==> config.mk <==
export PLATFORM = sky130hd
export DESIGN_NAME = uart_frame_link
export DESIGN_NICKNAME = d
export VERILOG_FILES = /design/src/hw/uart_line_pkg.sv /design/src/hw/frame_pkg.sv /design/src/hw/uart_byte_if.sv /design/src/hw/uart_tx.sv /design/src/hw/uart_rx.sv /design/src/hw/frame_sender.sv /design/src/hw/frame_receiver.sv /design/src/hw/uart_frame_link.sv
export SDC_FILE = /design/constraint.sdc
export NUM_CORES = 1
export LEC_CHECK = 0
export ABC_CLOCK_PERIOD_IN_PS = 13200
export BUFFER_PORTS_ARGS = -buffer_cell sky130_fd_sc_hd__buf_2
export CORE_UTILIZATION = 25
export CTS_CLUSTER_DIAMETER = 50
export DETAILED_ROUTE_END_ITERATION = 8
export PLACE_DENSITY = 0.5
export SYNTH_ARGS = -nofsm -noshare
export SYNTH_HDL_FRONTEND = slang
export SYNTH_SLANG_ARGS = --single-unit
==> constraint.sdc <==
create_clock -name sys_clk -period 13.2 [get_ports sys_clk]
set_input_delay 1.32 -clock sys_clk [delete_from_list [all_inputs] [get_ports sys_clk]]
set_output_delay 1.32 -clock sys_clk [all_outputs]
set_load 0.02 [all_outputs]
==> src/hw/uart_line_pkg.sv <==
// UART line constants
// serial character format and bit timing shared by the
// transmitter and the receiver

`default_nettype none

package uart_line_pkg;

	// clock cycles per serial bit
	localparam int CLKS_PER_BIT = 16;

	// data bits per character, 8N1 format
	localparam int DATA_BITS = 8;

	// wide enough to count a full bit period
	typedef logic [$clog2(CLKS_PER_BIT + 1) - 1:0] half_bit_cnt_t;

endpackage

`default_nettype wire

==> src/hw/frame_pkg.sv <==
// Frame constants
// marker byte, payload size and payload types for the
// frame sender, the frame receiver and the top level

`default_nettype none

package frame_pkg;

	// largest payload in bytes
	localparam int MAX_PAYLOAD = 16;

	// '&' opens and closes a frame, sent twice each time
	localparam logic [7:0] MARKER_CHAR = 8'h26;

	// byte 0 goes out first
	typedef logic [MAX_PAYLOAD - 1:0][7:0] payload_t;

	// 1 to 16, zero only after reset
	typedef logic [4:0] payload_len_t;

endpackage

`default_nettype wire

==> src/hw/uart_byte_if.sv <==
// Byte request interface
// one byte strobe from the frame sender and its completion
// from the serial transmitter

`default_nettype none
`timescale 1ns/1ps

interface uart_byte_if;

	logic [7:0] byte_data;
	logic       byte_stb;
	logic       byte_done;
	logic       line_busy;

	// strobe only while line_busy is low
	modport sender (output byte_data, output byte_stb, input byte_done, input line_busy);

	modport serializer (input byte_data, input byte_stb, output byte_done, output line_busy);

endinterface

`default_nettype wire

==> src/hw/uart_tx.sv <==
// UART transmitter
// sends one 8N1 character per byte strobe, LSB first,
// and pulses byte_done once the stop bit is over

`default_nettype none
`timescale 1ns/1ps

module uart_tx (
	input  logic            sys_clk,
	input  logic            sys_rst_n,
	uart_byte_if.serializer byte_if,
	output logic            uart_tx_port
);

	import uart_line_pkg::*;

	typedef logic [$clog2(DATA_BITS) - 1:0] bit_idx_t;

	typedef enum logic [1:0] {
		TX_IDLE,
		TX_START,
		TX_DATA,
		TX_STOP
	} tx_state_t;

	tx_state_t            state;
	half_bit_cnt_t        clk_cnt;
	bit_idx_t             bit_idx;
	logic [DATA_BITS-1:0] shift_reg;
	logic                 bit_end;

	assign bit_end = (clk_cnt == half_bit_cnt_t'(CLKS_PER_BIT - 1));
	assign byte_if.line_busy = (state != TX_IDLE);

	// character in flight, shifted right after each data bit
	always_ff @(posedge sys_clk) begin
		if (state == TX_IDLE && byte_if.byte_stb) begin
			shift_reg <= byte_if.byte_data;
		end else if (state == TX_DATA && bit_end) begin
			shift_reg <= shift_reg >> 1;
		end
	end

	always_ff @(posedge sys_clk or negedge sys_rst_n) begin
		if (!sys_rst_n) begin
			state             <= TX_IDLE;
			clk_cnt           <= '0;
			bit_idx           <= '0;
			uart_tx_port      <= 1'b1;
			byte_if.byte_done <= 1'b0;
		end else begin
			byte_if.byte_done <= 1'b0;
			clk_cnt           <= (state == TX_IDLE || bit_end) ? '0 : clk_cnt + 1'b1;
			case (state)
				TX_IDLE: begin
					if (byte_if.byte_stb) begin
						state        <= TX_START;
						uart_tx_port <= 1'b0;
					end
				end
				TX_START: begin
					if (bit_end) begin
						state        <= TX_DATA;
						bit_idx      <= '0;
						uart_tx_port <= shift_reg[0];
					end
				end
				TX_DATA: begin
					if (bit_end) begin
						if (bit_idx == bit_idx_t'(DATA_BITS - 1)) begin
							state        <= TX_STOP;
							uart_tx_port <= 1'b1;
						end else begin
							bit_idx      <= bit_idx + 1'b1;
							// shift_reg moves on at this same edge
							uart_tx_port <= shift_reg[1];
						end
					end
				end
				TX_STOP: begin
					if (bit_end) begin
						state             <= TX_IDLE;
						byte_if.byte_done <= 1'b1;
					end
				end
				default: state <= TX_IDLE;
			endcase
		end
	end

endmodule

`default_nettype wire

==> src/hw/uart_rx.sv <==
// UART receiver
// 8N1 input with a two flop synchronizer, start bit recheck at
// half a bit, mid-bit sampling and a stop bit check

`default_nettype none
`timescale 1ns/1ps

module uart_rx (
	input  logic       sys_clk,
	input  logic       sys_rst_n,
	input  logic       uart_rx_port,
	output logic [7:0] rx_byte,
	output logic       rx_stb,
	output logic       rx_stop_err
);

	import uart_line_pkg::*;

	typedef logic [$clog2(DATA_BITS) - 1:0] bit_idx_t;

	typedef enum logic [1:0] {
		RX_IDLE,
		RX_START,
		RX_DATA,
		RX_STOP
	} rx_state_t;

	rx_state_t            state;
	logic                 rx_meta;
	logic                 rx_line;
	logic                 rx_line_d;
	half_bit_cnt_t        clk_cnt;
	bit_idx_t             bit_idx;
	logic [DATA_BITS-1:0] shift_reg;
	logic                 half_end;
	logic                 bit_end;
	logic                 start_edge;

	assign half_end   = (clk_cnt == half_bit_cnt_t'(CLKS_PER_BIT / 2 - 1));
	assign bit_end    = (clk_cnt == half_bit_cnt_t'(CLKS_PER_BIT - 1));
	assign start_edge = rx_line_d & ~rx_line;

	// line idles high, so the flops come out of reset high
	always_ff @(posedge sys_clk or negedge sys_rst_n) begin
		if (!sys_rst_n) begin
			rx_meta   <= 1'b1;
			rx_line   <= 1'b1;
			rx_line_d <= 1'b1;
		end else begin
			rx_meta   <= uart_rx_port;
			rx_line   <= rx_meta;
			rx_line_d <= rx_line;
		end
	end

	// LSB arrives first, fill from the top
	always_ff @(posedge sys_clk) begin
		if (state == RX_DATA && bit_end) begin
			shift_reg <= {rx_line, shift_reg[DATA_BITS-1:1]};
		end
		if (state == RX_STOP && bit_end) begin
			rx_byte <= shift_reg;
		end
	end

	always_ff @(posedge sys_clk or negedge sys_rst_n) begin
		if (!sys_rst_n) begin
			state       <= RX_IDLE;
			clk_cnt     <= '0;
			bit_idx     <= '0;
			rx_stb      <= 1'b0;
			rx_stop_err <= 1'b0;
		end else begin
			rx_stb      <= 1'b0;
			rx_stop_err <= 1'b0;
			case (state)
				RX_IDLE: begin
					clk_cnt <= '0;
					if (start_edge) begin
						state <= RX_START;
					end
				end
				RX_START: begin
					if (half_end) begin
						clk_cnt <= '0;
						bit_idx <= '0;
						// glitch shorter than half a bit
						state   <= rx_line ? RX_IDLE : RX_DATA;
					end else begin
						clk_cnt <= clk_cnt + 1'b1;
					end
				end
				RX_DATA: begin
					if (bit_end) begin
						clk_cnt <= '0;
						if (bit_idx == bit_idx_t'(DATA_BITS - 1)) begin
							state <= RX_STOP;
						end else begin
							bit_idx <= bit_idx + 1'b1;
						end
					end else begin
						clk_cnt <= clk_cnt + 1'b1;
					end
				end
				RX_STOP: begin
					if (bit_end) begin
						// back to idle at mid stop bit, ready for the next edge
						state       <= RX_IDLE;
						rx_stb      <= rx_line;
						rx_stop_err <= ~rx_line;
					end else begin
						clk_cnt <= clk_cnt + 1'b1;
					end
				end
				default: state <= RX_IDLE;
			endcase
		end
	end

endmodule

`default_nettype wire

==> src/hw/frame_sender.sv <==
// Frame sender
// sends "&&", the payload and "&&" through the byte interface,
// one byte strobe per state after the previous completion

`default_nettype none
`timescale 1ns/1ps

module frame_sender (
	input  logic                    sys_clk,
	input  logic                    sys_rst_n,
	input  logic                    tx_req,
	input  frame_pkg::payload_t     tx_payload,
	input  frame_pkg::payload_len_t tx_length,
	output logic                    tx_busy,
	output logic                    tx_done,
	uart_byte_if.sender             byte_if
);

	import frame_pkg::*;

	localparam int IDX_W = $clog2(MAX_PAYLOAD);

	typedef enum logic [2:0] {
		S_IDLE,
		S_OPEN1,
		S_OPEN2,
		S_DATA,
		S_CLOSE1,
		S_CLOSE2,
		S_FINISH
	} send_state_t;

	send_state_t  state;
	payload_t     payload_q;
	payload_len_t length_q;
	payload_len_t byte_cnt;
	logic         byte_sent;
	logic         req_ok;
	logic         last_byte;

	// lengths outside 1..16 are not accepted
	assign req_ok    = tx_req && (tx_length != '0)
			&& (tx_length <= payload_len_t'(MAX_PAYLOAD));
	assign last_byte = (byte_cnt == length_q - 1'b1);

	assign tx_busy = (state != S_IDLE);
	assign tx_done = (state == S_FINISH);
	assign byte_if.byte_data = (state == S_DATA) ? payload_q[byte_cnt[IDX_W-1:0]] : MARKER_CHAR;

	// inputs may change once the frame has started
	always_ff @(posedge sys_clk) begin
		if (state == S_IDLE && req_ok) begin
			payload_q <= tx_payload;
			length_q  <= tx_length;
		end
	end

	always_ff @(posedge sys_clk or negedge sys_rst_n) begin
		if (!sys_rst_n) begin
			state            <= S_IDLE;
			byte_cnt         <= '0;
			byte_sent        <= 1'b0;
			byte_if.byte_stb <= 1'b0;
		end else begin
			byte_if.byte_stb <= 1'b0;
			case (state)
				S_IDLE: begin
					byte_cnt  <= '0;
					byte_sent <= 1'b0;
					if (req_ok) begin
						state <= S_OPEN1;
					end
				end
				S_FINISH: state <= S_IDLE;
				default: begin
					if (!byte_sent && !byte_if.line_busy) begin
						byte_if.byte_stb <= 1'b1;
						byte_sent        <= 1'b1;
					end
					if (byte_if.byte_done) begin
						byte_sent <= 1'b0;
						case (state)
							S_OPEN1:  state <= S_OPEN2;
							S_OPEN2:  state <= S_DATA;
							S_DATA: begin
								if (last_byte) begin
									state <= S_CLOSE1;
								end else begin
									byte_cnt <= byte_cnt + 1'b1;
								end
							end
							S_CLOSE1: state <= S_CLOSE2;
							default:  state <= S_FINISH;
						endcase
					end
				end
			endcase
		end
	end

endmodule

`default_nettype wire

==> src/hw/frame_receiver.sv <==
// Frame receiver
// hunts for "&&", collects payload bytes up to the closing "&&"
// and presents the payload with a done strobe, bad frames are dropped

`default_nettype none
`timescale 1ns/1ps

module frame_receiver (
	input  logic                    sys_clk,
	input  logic                    sys_rst_n,
	input  logic [7:0]              rx_byte,
	input  logic                    rx_stb,
	input  logic                    rx_stop_err,
	output frame_pkg::payload_t     rx_payload,
	output frame_pkg::payload_len_t rx_length,
	output logic                    rx_done
);

	import frame_pkg::*;

	localparam int IDX_W = $clog2(MAX_PAYLOAD);

	typedef enum logic [1:0] {
		R_HUNT,
		R_OPEN1,
		R_DATA,
		R_CLOSE1
	} recv_state_t;

	recv_state_t  state;
	payload_t     work_buf;
	payload_len_t byte_cnt;
	logic         is_marker;
	logic         store;
	logic         frame_end;

	assign is_marker = rx_stb && (rx_byte == MARKER_CHAR);
	assign store     = (state == R_DATA) && rx_stb && !is_marker
			&& (byte_cnt < payload_len_t'(MAX_PAYLOAD));
	assign frame_end = (state == R_CLOSE1) && is_marker;

	always_ff @(posedge sys_clk) begin
		if (store) begin
			work_buf[byte_cnt[IDX_W-1:0]] <= rx_byte;
		end
		if (frame_end) begin
			rx_payload <= work_buf;
		end
	end

	always_ff @(posedge sys_clk or negedge sys_rst_n) begin
		if (!sys_rst_n) begin
			state     <= R_HUNT;
			byte_cnt  <= '0;
			rx_length <= '0;
			rx_done   <= 1'b0;
		end else begin
			rx_done <= 1'b0;
			if (rx_stop_err) begin
				state <= R_HUNT;
			end else if (rx_stb) begin
				case (state)
					R_HUNT: begin
						if (is_marker) begin
							state <= R_OPEN1;
						end
					end
					R_OPEN1: begin
						byte_cnt <= '0;
						state    <= is_marker ? R_DATA : R_HUNT;
					end
					R_DATA: begin
						if (is_marker) begin
							// marker on an empty buffer counts as one more opening
							// marker, so "&&&&" never completes
							if (byte_cnt != '0) begin
								state <= R_CLOSE1;
							end
						end else if (byte_cnt == payload_len_t'(MAX_PAYLOAD)) begin
							// seventeenth byte
							state <= R_HUNT;
						end else begin
							byte_cnt <= byte_cnt + 1'b1;
						end
					end
					R_CLOSE1: begin
						// lone '&' inside the payload ends up here too
						state <= R_HUNT;
						if (frame_end) begin
							rx_length <= byte_cnt;
							rx_done   <= 1'b1;
						end
					end
					default: state <= R_HUNT;
				endcase
			end
		end
	end

endmodule

`default_nettype wire

==> src/hw/uart_frame_link.sv <==
// Framed string link over one UART line
// sender path and receiver path joined to plain ports

`default_nettype none
`timescale 1ns/1ps

module uart_frame_link (
	input  logic                    sys_clk,
	input  logic                    sys_rst_n,
	input  logic                    tx_req,
	input  frame_pkg::payload_t     tx_payload,
	input  frame_pkg::payload_len_t tx_length,
	output logic                    tx_busy,
	output logic                    tx_done,
	output frame_pkg::payload_t     rx_payload,
	output frame_pkg::payload_len_t rx_length,
	output logic                    rx_done,
	input  logic                    uart_rx_port,
	output logic                    uart_tx_port
);

	uart_byte_if byte_bus ();

	logic [7:0] rx_byte;
	logic       rx_stb;
	logic       rx_stop_err;

	// transmit path
	frame_sender i_frame_sender (
		.sys_clk    (sys_clk),
		.sys_rst_n  (sys_rst_n),
		.tx_req     (tx_req),
		.tx_payload (tx_payload),
		.tx_length  (tx_length),
		.tx_busy    (tx_busy),
		.tx_done    (tx_done),
		.byte_if    (byte_bus.sender)
	);

	uart_tx i_uart_tx (
		.sys_clk      (sys_clk),
		.sys_rst_n    (sys_rst_n),
		.byte_if      (byte_bus.serializer),
		.uart_tx_port (uart_tx_port)
	);

	// receive path
	uart_rx i_uart_rx (
		.sys_clk      (sys_clk),
		.sys_rst_n    (sys_rst_n),
		.uart_rx_port (uart_rx_port),
		.rx_byte      (rx_byte),
		.rx_stb       (rx_stb),
		.rx_stop_err  (rx_stop_err)
	);

	frame_receiver i_frame_receiver (
		.sys_clk     (sys_clk),
		.sys_rst_n   (sys_rst_n),
		.rx_byte     (rx_byte),
		.rx_stb      (rx_stb),
		.rx_stop_err (rx_stop_err),
		.rx_payload  (rx_payload),
		.rx_length   (rx_length),
		.rx_done     (rx_done)
	);

endmodule

`default_nettype wire

### Word-level counts from Yosys, hierarchy flattened

Cells that the tools add are included.

| storage, ports and cells | value |
|---|---|
| memory bits (writable) | 0 |
| input bits | 137 |
| output and inout bits | 137 |
| logic and storage cells | 254 |
| memories | 0 |
| memory bits (read-only) | 0 |
| register bits | 463 |
| latch bits | 0 |

| operators by class | value |
|---|---|
| $mul | 0 |
| mux-type cells | 74 |
| add/sub/neg operators | 7 |
| shift operators | 0 |
| bitwise operators | 4 |
| magnitude comparators | 5 |
| divide/modulo/power cells | 0 |
| reductions and logical operators | 48 |
| eq/ne operators | 43 |

Operator list:

| cell | count |
|---|---|
| bitwise mux 128 bit | 1 |
| two-way mux 5 bit | 9 |
| two-way mux 8 bit | 5 |
| two-way mux 2 bit | 18 |
| binary-select mux 8 bit (select 4 bit) | 1 |
| demux 8 bit (select 4 bit) | 1 |
| two-way mux 3 bit | 9 |
| one-hot mux 2 bit (4 select lines) | 3 |
| AND reduction 4 bit | 6 |
| adder 5 x 1 -> 5 bit, second input constant | 4 |
| one-hot mux 5 bit (2 select lines) | 2 |
| one-hot mux 5 bit (4 select lines) | 1 |
| two-way mux 1 bit | 18 |
| inequality test 2 bit, second input constant | 9 |
| one-hot mux 3 bit (2 select lines) | 3 |
| inequality test 2 x 1 -> 1 bit, second input constant | 8 |
| nonzero test 2 bit | 8 |
| AND reduction 5 bit | 3 |
| logical AND 1 bit | 14 |
| == test 2 bit, second input constant | 6 |
| == test 3 bit, second input constant | 4 |
| one-hot mux 3 bit (4 select lines) | 1 |
| nonzero test 3 bit | 4 |
| == test 5 x 4 -> 1 bit, second input constant | 2 |
| other kinds (28) | 41 |

### Depth between registers and ports, before layout

Gate-level depths: netlist of the first run.

| depth | value |
|---|---|
| word-level depth | 7 |
| gate-level depth with buffers | 8 |
| gate-level depth less buffers | 7 |

### Hierarchy

A second synthesis of the first run with hierarchy kept.

| unflattened totals | value |
|---|---|
| cell total of the unflattened synthesis | 808 |
| area, all modules | 16841.2 µm² |

Modules (own cells, without submodules):

| module | instances | area an instance (µm²) | cells each | sequential area each (µm²) |
|---|---|---|---|---|
| frame_receiver | 1 | 8695.8 | 363 | 8012.7 |
| frame_sender | 1 | 5754.3 | 264 | 4244.1 |
| uart_rx | 1 | 1342.5 | 99 | 859.6 |
| uart_tx | 1 | 1048.5 | 82 | 541.8 |

### Worst setup path before layout of the first run

Ideal clock, no wire load.

| path | value |
|---|---|
| path kind | flip-flop to flip-flop |
| start | reg i_uart_rx.rx_byte[4] |
| end | reg i_frame_receiver.rx_payload[0] in the netlist's numbering (enable) |
| path buffers | 0 |
| period minus slack after synthesis | 7.019 ns |
| arrival | 6.403 ns |
| setup slack | 6.181 ns |
| data required time | 12.583 ns |
| cell stages (with the launch flop) | 4 |
| setup time | 0.617 ns |
| cell sequence | edfxtp_1 > and4bb_2 > nand3_1 > nor2_1 |

| between the ends | value |
|---|---|
| cells in the longest elaborated chain, start to end | 3 |

RTL lines:

| element | line | RTL |
|---|---|---|
| start, declared | uart_rx.sv:12 | `output logic [7:0] rx_byte,` |
| start signal, assigned | uart_rx.sv:62 | `rx_byte <= shift_reg;` |
| == test 8 x 6 -> 1 bit | frame_receiver.sv:37 | `assign is_marker = rx_stb && (rx_byte == MARKER_CHAR);` |
| logical AND 1 bit | frame_receiver.sv:37 |  |
| logical AND 1 bit | frame_receiver.sv:40 | `assign frame_end = (state == R_CLOSE1) && is_marker;` |
| named net i_frame_receiver.frame_end | frame_receiver.sv:35 | `logic frame_end;` |
| end signal, assigned | frame_receiver.sv:47 | `rx_payload <= work_buf;` |
| end, declared | frame_receiver.sv:14 | `output frame_pkg::payload_t rx_payload,` |

The timed path passes the listed nets, and every way through them passes these cells.
A chain may end at the register's enable or synchronous reset.

==> results.md, run 1 <==
* Die Area at 0.06632 sq mm
* Worst path max stage delay at 0.78 ns
* Register share of total power at 0.505
* Ranking of synthesized cells by area: edfxtp_1 (76%), dfrtp_1 (7.1%), mux4_2 (4.6%)
* FF+latch area at 0.01366 sq mm
* Drt pass-1 iters at 5
* Root buffer selected by CTS: clkbuf_16
* Max Cap Viol at 0
* GP Congestion at 0.7350
* Via count at 8,150
* 1st-iter DRT viols at 523
* Slowest-stage cell, CP: nor3_1
* Footprint of the multi-input gates at 0.002475 sq mm
* Cells after Synth at 806
* Async set-or-reset flop fraction in the synthesized netlist at 0.1080
* Total CTS buffers at 54
* Lkg Pwr at 7.310 nW
* Clock Latency Late Sink at 0.60 ns
* R2R Path End: i_frame_sender.payload_q[70]
* Fmax at 274.4 MHz
* Routed Antenna Nets at 0
* PortBufs at 273
* Fillers at 6,267
* Avg WL per Cell at 16.97 um
* Yosys top cell by area: edfxtp_1
* Worst Path Arrival at 2.32 ns
* Final wirelength at 34,290 um
* Synth top cells by count: edfxtp_1 (413), dfrtp_1 (46), nand2_1 (36), nor2_1 (36), mux4_2 (33)
* Clock power share at 0.450
* PD cells at 160.2 mW/mm^2
* Worst-margin pin slew at 1.182 ns
* Core Rows at 93
* CTS tree: built
* HP Class: flop to flop
* Setup Skew at 0.02728 ns
* Internal power at 2.571 mW
* Largest net degree at the start of global routing at 76
* Synth Warn # at 0
* Nets at 1,279
* Total grt overflow at 0
* Clock sink count at 463
* DP Worst Slack at 9.060 ns
* DRC viols at 0
* Max H-tree Level at 2
* Worst Slack Setup Final at 9.556 ns
* Seq/Total Area, Yosys at 0.8367
* Cell area after synthesis at 0.01632 sq mm
* DIE WIDTH at 257.5 um
* Crit. path cell count at 3
* Setup crit end kind: output port
* Worst-path clk slew at 0.06 ns
* CTS Hold Bufs at 0
* Worst reg2reg path depth at 4
* Post-synth top area share at 0.7598
* Crit share post-route at 0.2761
* Die H at 257.5 um
* Worst path bufs/invs at 2
* Routed vias/inst at 4.033
* Core area at 0.06446 sq mm
* Worst-path cell chain: nor3_1, inv_1, buf_2
* Sw frac at 0.2186
* DP Area at 0.01873 sq mm
* Layout cells sized above 1 at 0.3548
* P&R area growth vs syn at 25.86%
* Hold Fails Final Rpt at 0
* Final Setup Violations at 0
* Synth cell types at 56
* Post-cts sizing count at 0
* GRT Total Usage at 0.1022
* I/O pin count at 274
* Switching power at 0.7196 mW
* Initial antenna violation count at 5
* Post-synth EDFFs at 413
* Combinational share of power at 0.045
* Syn Nets at 963
* Longest Clk Path Bufs at 3
* Setup CP Type: flop to output port
* Final Instance Area at 0.02054 sq mm
* Flop2flop setup slack at 9.67 ns
* Vias in the first global route at 8,465
* Ys flop type: edfxtp_1
* CP startpoint kind: flop
* Global-route wire length before repair at 51,940 um
* Setup TNS at 0 ns
* Peak supply drop at 0.1073 mV
* Syn_area_per_cell at 20.25 sq um
* Worst-path maximum fanout at 8
* RSZ-0062 raised after global routing: false
* CP delay by family, top: simple AND/OR/NAND/NOR gates
* Relative slew slack at 0.2059
* Final count of pins violating max slew at 0
* Post-CTS Setup Inserts at 0
* Final min period at 3.644 ns
* HPWL Detailed at 23,290 um
* Synthesized flop and latch total at 463
* Hold_ws at 0.3638 ns
* Initial core utilization at 0.2532
* Critical Path End: tx_busy
* Worst Path Required at 11.88 ns
* Most instantiated library cell after synthesis: edfxtp_1
* Status: finished clean
placed cells by master (no fill, tap or decap), drive strengths merged, types with 3 or more instances in the layout:
cell    count
mux2        6
nand3       9
dfstp       4
a221oi      5
nor4        3
and3b       3
nand2      36
clkinv     24
a22o       15
clkbuf     59
nand4       3
buf       282
a22oi       3
xnor2       5
mux4       33
dfrtp      46
nor2       36
nor2b       6
o21a        4
ha         20
inv        33
a31oi       3
a21oi      24
and3        4
nor3       17
nand2b      7
edfxtp    413
xor2        3
bufinv      5
o21ai      17
o211ai      5
worst min path at each step:
stage                           start           endpoint  slack, ns  depth (start not counted)
floorplan           i_uart_rx.rx_meta  i_uart_rx.rx_line       0.35                          0
global placement    i_uart_rx.rx_meta  i_uart_rx.rx_line       0.35                          0
detailed placement  i_uart_rx.rx_meta  i_uart_rx.rx_line       0.36                          0
CTS                 i_uart_rx.rx_meta  i_uart_rx.rx_line       0.37                          0
global route        i_uart_rx.rx_meta  i_uart_rx.rx_line       0.37                          0
finish              i_uart_rx.rx_meta  i_uart_rx.rx_line       0.36                          0
metrics by stage:
stage | total power [mW] | cells | utilization
after global routing | 3.416 | 2020 | 0.3187
after global placement | 1.840 | 1921 | 0.2905
after detailed placement | 1.844 | 1921 | 0.2905
final | 3.291 | 2021 | 0.3187
after CTS | 3.337 | 2019 | 0.3186
after floorplan | 1.784 | 806 | -
area by class of cell:
type,instances,area share
flip-flops and latches,463,0.6649
multi-input cells,297,0.1205
repair buffers,282,0.06979
clock buffers,59,0.06772
well taps,855,0.05207
clock inverters,39,0.02046
inverters,24,0.004385
diodes,2,0.0002436
worst reg2reg max path, delay by kind of cell, from the launching register on:
| kind | cells | cell delay, ns |
|---|---|---|
| buf+inv | 2 | 1.41 |
| flops | 1 | 0.44 |
| simple gates | 2 | 1.27 |
metal layers:
metal  wire [um]  share of wire  up-vias  global-route usage
met5          32        0.00093        -                   0
met4         641          0.019        6             0.03107
met3        2459          0.072       55             0.02778
met2       16360           0.48      318              0.1660
met1       14800           0.43     3943              0.1327
li1            -              -     3828                   -
power groups by stage:
stage / clock [mW] / combinational, mW / sequential [mW]
after detailed placement: 0 / 0.150 / 1.69
after CTS: 1.52 / 0.151 / 1.66
after floorplan: 0 / 0.0940 / 1.69
final: 1.48 / 0.148 / 1.66
after global routing: 1.58 / 0.167 / 1.67
after global placement: 0 / 0.148 / 1.69
kinds of logic after synthesis:
logic type,Yosys count,synth area share
AOI/OAI and AO/OA,92,0.03902
xor gates and xnor gates,8,0.004293
adders and majority gates,20,0.01533
buffers and inverters,46,0.01242
DFF,463,0.8367
muxes,41,0.05090
and+or+nand+nor,136,0.04132
(Power assumes the default switching activity.)
==> run 2, diff against run 1 <==
--- a/config.mk
+++ b/config.mk
@@ -5,7 +5,7 @@
 export SDC_FILE = /design/constraint.sdc
 export NUM_CORES = 1
 export LEC_CHECK = 0
-export ABC_CLOCK_PERIOD_IN_PS = 13200
+export ABC_CLOCK_PERIOD_IN_PS = 3400
 export BUFFER_PORTS_ARGS = -buffer_cell sky130_fd_sc_hd__buf_2
 export CORE_UTILIZATION = 25
 export CTS_CLUSTER_DIAMETER = 50
==> constraint.sdc (replaced) <==
create_clock -name sys_clk -period 3.4 [get_ports sys_clk]
set_input_delay 0.34 -clock sys_clk [delete_from_list [all_inputs] [get_ports sys_clk]]
set_output_delay 0.34 -clock sys_clk [all_outputs]
set_load 0.02 [all_outputs]
==> results.md, run 2 (synthesis gave the netlist of run 1 again) <==
* Status: finished clean
* Layout cells sized above 1 at 0.3303
* Max H-tree Level at 2
* Vias in the first global route at 9,287
* GP Congestion at 0.7508
* Post-cts sizing count at 0
* Worst-path clk slew at 0.06 ns
* Fillers at 6,112
* Fmax at 426.7 MHz
* Drt pass-1 iters at 5
* Avg WL per Cell at 16.98 um
* Die Area at 0.06632 sq mm
* Core Rows at 93
* Relative slew slack at 0.4759
* Commonest non-fill, non-tap cell in the layout: edfxtp_1
* PortBufs at 273
* Final count of pins violating max slew at 0
* Total grt overflow at 0
* Max Cap Viol at 0
* Final min period at 2.344 ns
* Die H at 257.5 um
* Worst Path Arrival at 2.70 ns
* Nets at 1,433
* Setup Skew at 0.03686 ns
* Via count at 8,917
* Worst Path Required at 3.76 ns
* Routed vias/inst at 4.105
* Initial antenna violation count at 0
* Final Instance Area at 0.02208 sq mm
* Hold Fails Final Rpt at 0
* CTS tree: built
* Initial core utilization at 0.2532
* Root buffer selected by CTS: clkbuf_16
* Longest Clk Path Bufs at 3
* Total CTS buffers at 59
* GRT Total Usage at 0.1105
* Clock sink count at 463
* CP startpoint kind: flop
* RSZ-0062 raised after global routing: false
* I/O pin count at 274
* Global-route wire length before repair at 55,820 um
* FF+latch area at 0.01366 sq mm
* Most frequent cells in the layout: edfxtp_1 (413), buf_2 (273), dlygate4sd3_1 (135)
* Core area at 0.06446 sq mm
* Hold_ws at 0.3367 ns
* Setup TNS at 0 ns
* Worst-path maximum fanout at 23
* 1st-iter DRT viols at 482
* End-of-flow core utilization at 0.3425
* Crit share post-route at 0.6893
* P&R area growth vs syn at 35.28%
* Footprint of the multi-input gates at 0.002480 sq mm
* HP Class: primary input to asynchronous set/reset pin
* Largest net degree at the start of global routing at 113
* N_diodes at 0
* Setup CP Type: flop to flop
* PD cells at 588.8 mW/mm^2
* Setup crit end kind: flop
* Worst reg2reg path depth at 5
* DP Area at 0.01888 sq mm
* Lkg Pwr at 7.960 nW
* Final Setup Violations at 0
* Peak supply drop at 0.3577 mV
* DRC viols at 0
* Final wirelength at 36,890 um
* Worst-margin pin slew at 0.7846 ns
* DIE WIDTH at 257.5 um
* HPWL Detailed at 24,580 um
* Clock Latency Late Sink at 0.62 ns
* Routed Antenna Nets at 0
-- run 2: worst max-delay path, stage by stage, from the launching register on --
cell and delay [ns]:
dfrtp_1 0.77, buf_4 0.44, mux4_2 0.36, a22o_1 0.24
a21oi_1 0.19, a21oi_1 0.09
-- run 2: path summary, 6_finish.rpt --
check,endpoint,slack [ns],from
worst max-delay path,i_uart_tx.shift_reg[2],1.06,i_frame_sender.byte_cnt[1]
worst min-delay path,i_uart_rx.clk_cnt[1],0.34,sys_rst_n
worst max register to register,i_uart_tx.shift_reg[2],1.06,i_frame_sender.byte_cnt[1]
worst min register to register,i_uart_rx.rx_line,0.37,i_uart_rx.rx_meta
max in group asynchronous,i_frame_receiver.rx_length[1],2.35,sys_rst_n
min in group sys_clk,i_frame_sender.length_q[3],0.34,tx_req
-- run 2: through the flow --
step | std cells | total power, mW | setup slack [ns]
after CTS | 2172 | 13.18 | 1.005
after global placement | 1935 | 7.169 | 1.086
final | 2172 | 13.00 | 1.056
after floorplan | 806 | 6.917 | 0.03131
after detailed placement | 1935 | 7.185 | 1.006
after global routing | 2172 | 13.48 | 0.8581
-- run 2: cell type report --
class,instances,area share
clock buffer,68,0.06839
inverter,24,0.004080
clock inverter,34,0.01558
multi-input combinational,297,0.1123
timing repair buffer,431,0.1326
sequential,463,0.6186
tap,855,0.04845
-- run 2: layer usage --
metal,GRT usage,up-vias,part of all wire
met1,0.1461,4373,0.44
met3,0.02482,52,0.064
li1,-,4140,-
met2,0.1794,352,0.47
met5,0,-,0
met4,0.03600,0,0.020
-- run 2: repair_timing --
action,CTS,global route
hold buffers,135,0
setup buffers,0,0
endpoints found under the hold margin,157,0
-- run 2: power by group --
part / total, mW / internal, mW / switching (mW)
Sequential: 6.46 / 6.36 / 0.102
Clock: 5.82 / 3.33 / 2.48
Combinational: 0.724 / 0.351 / 0.374
Total: 13.0 / 10.0 / 2.96
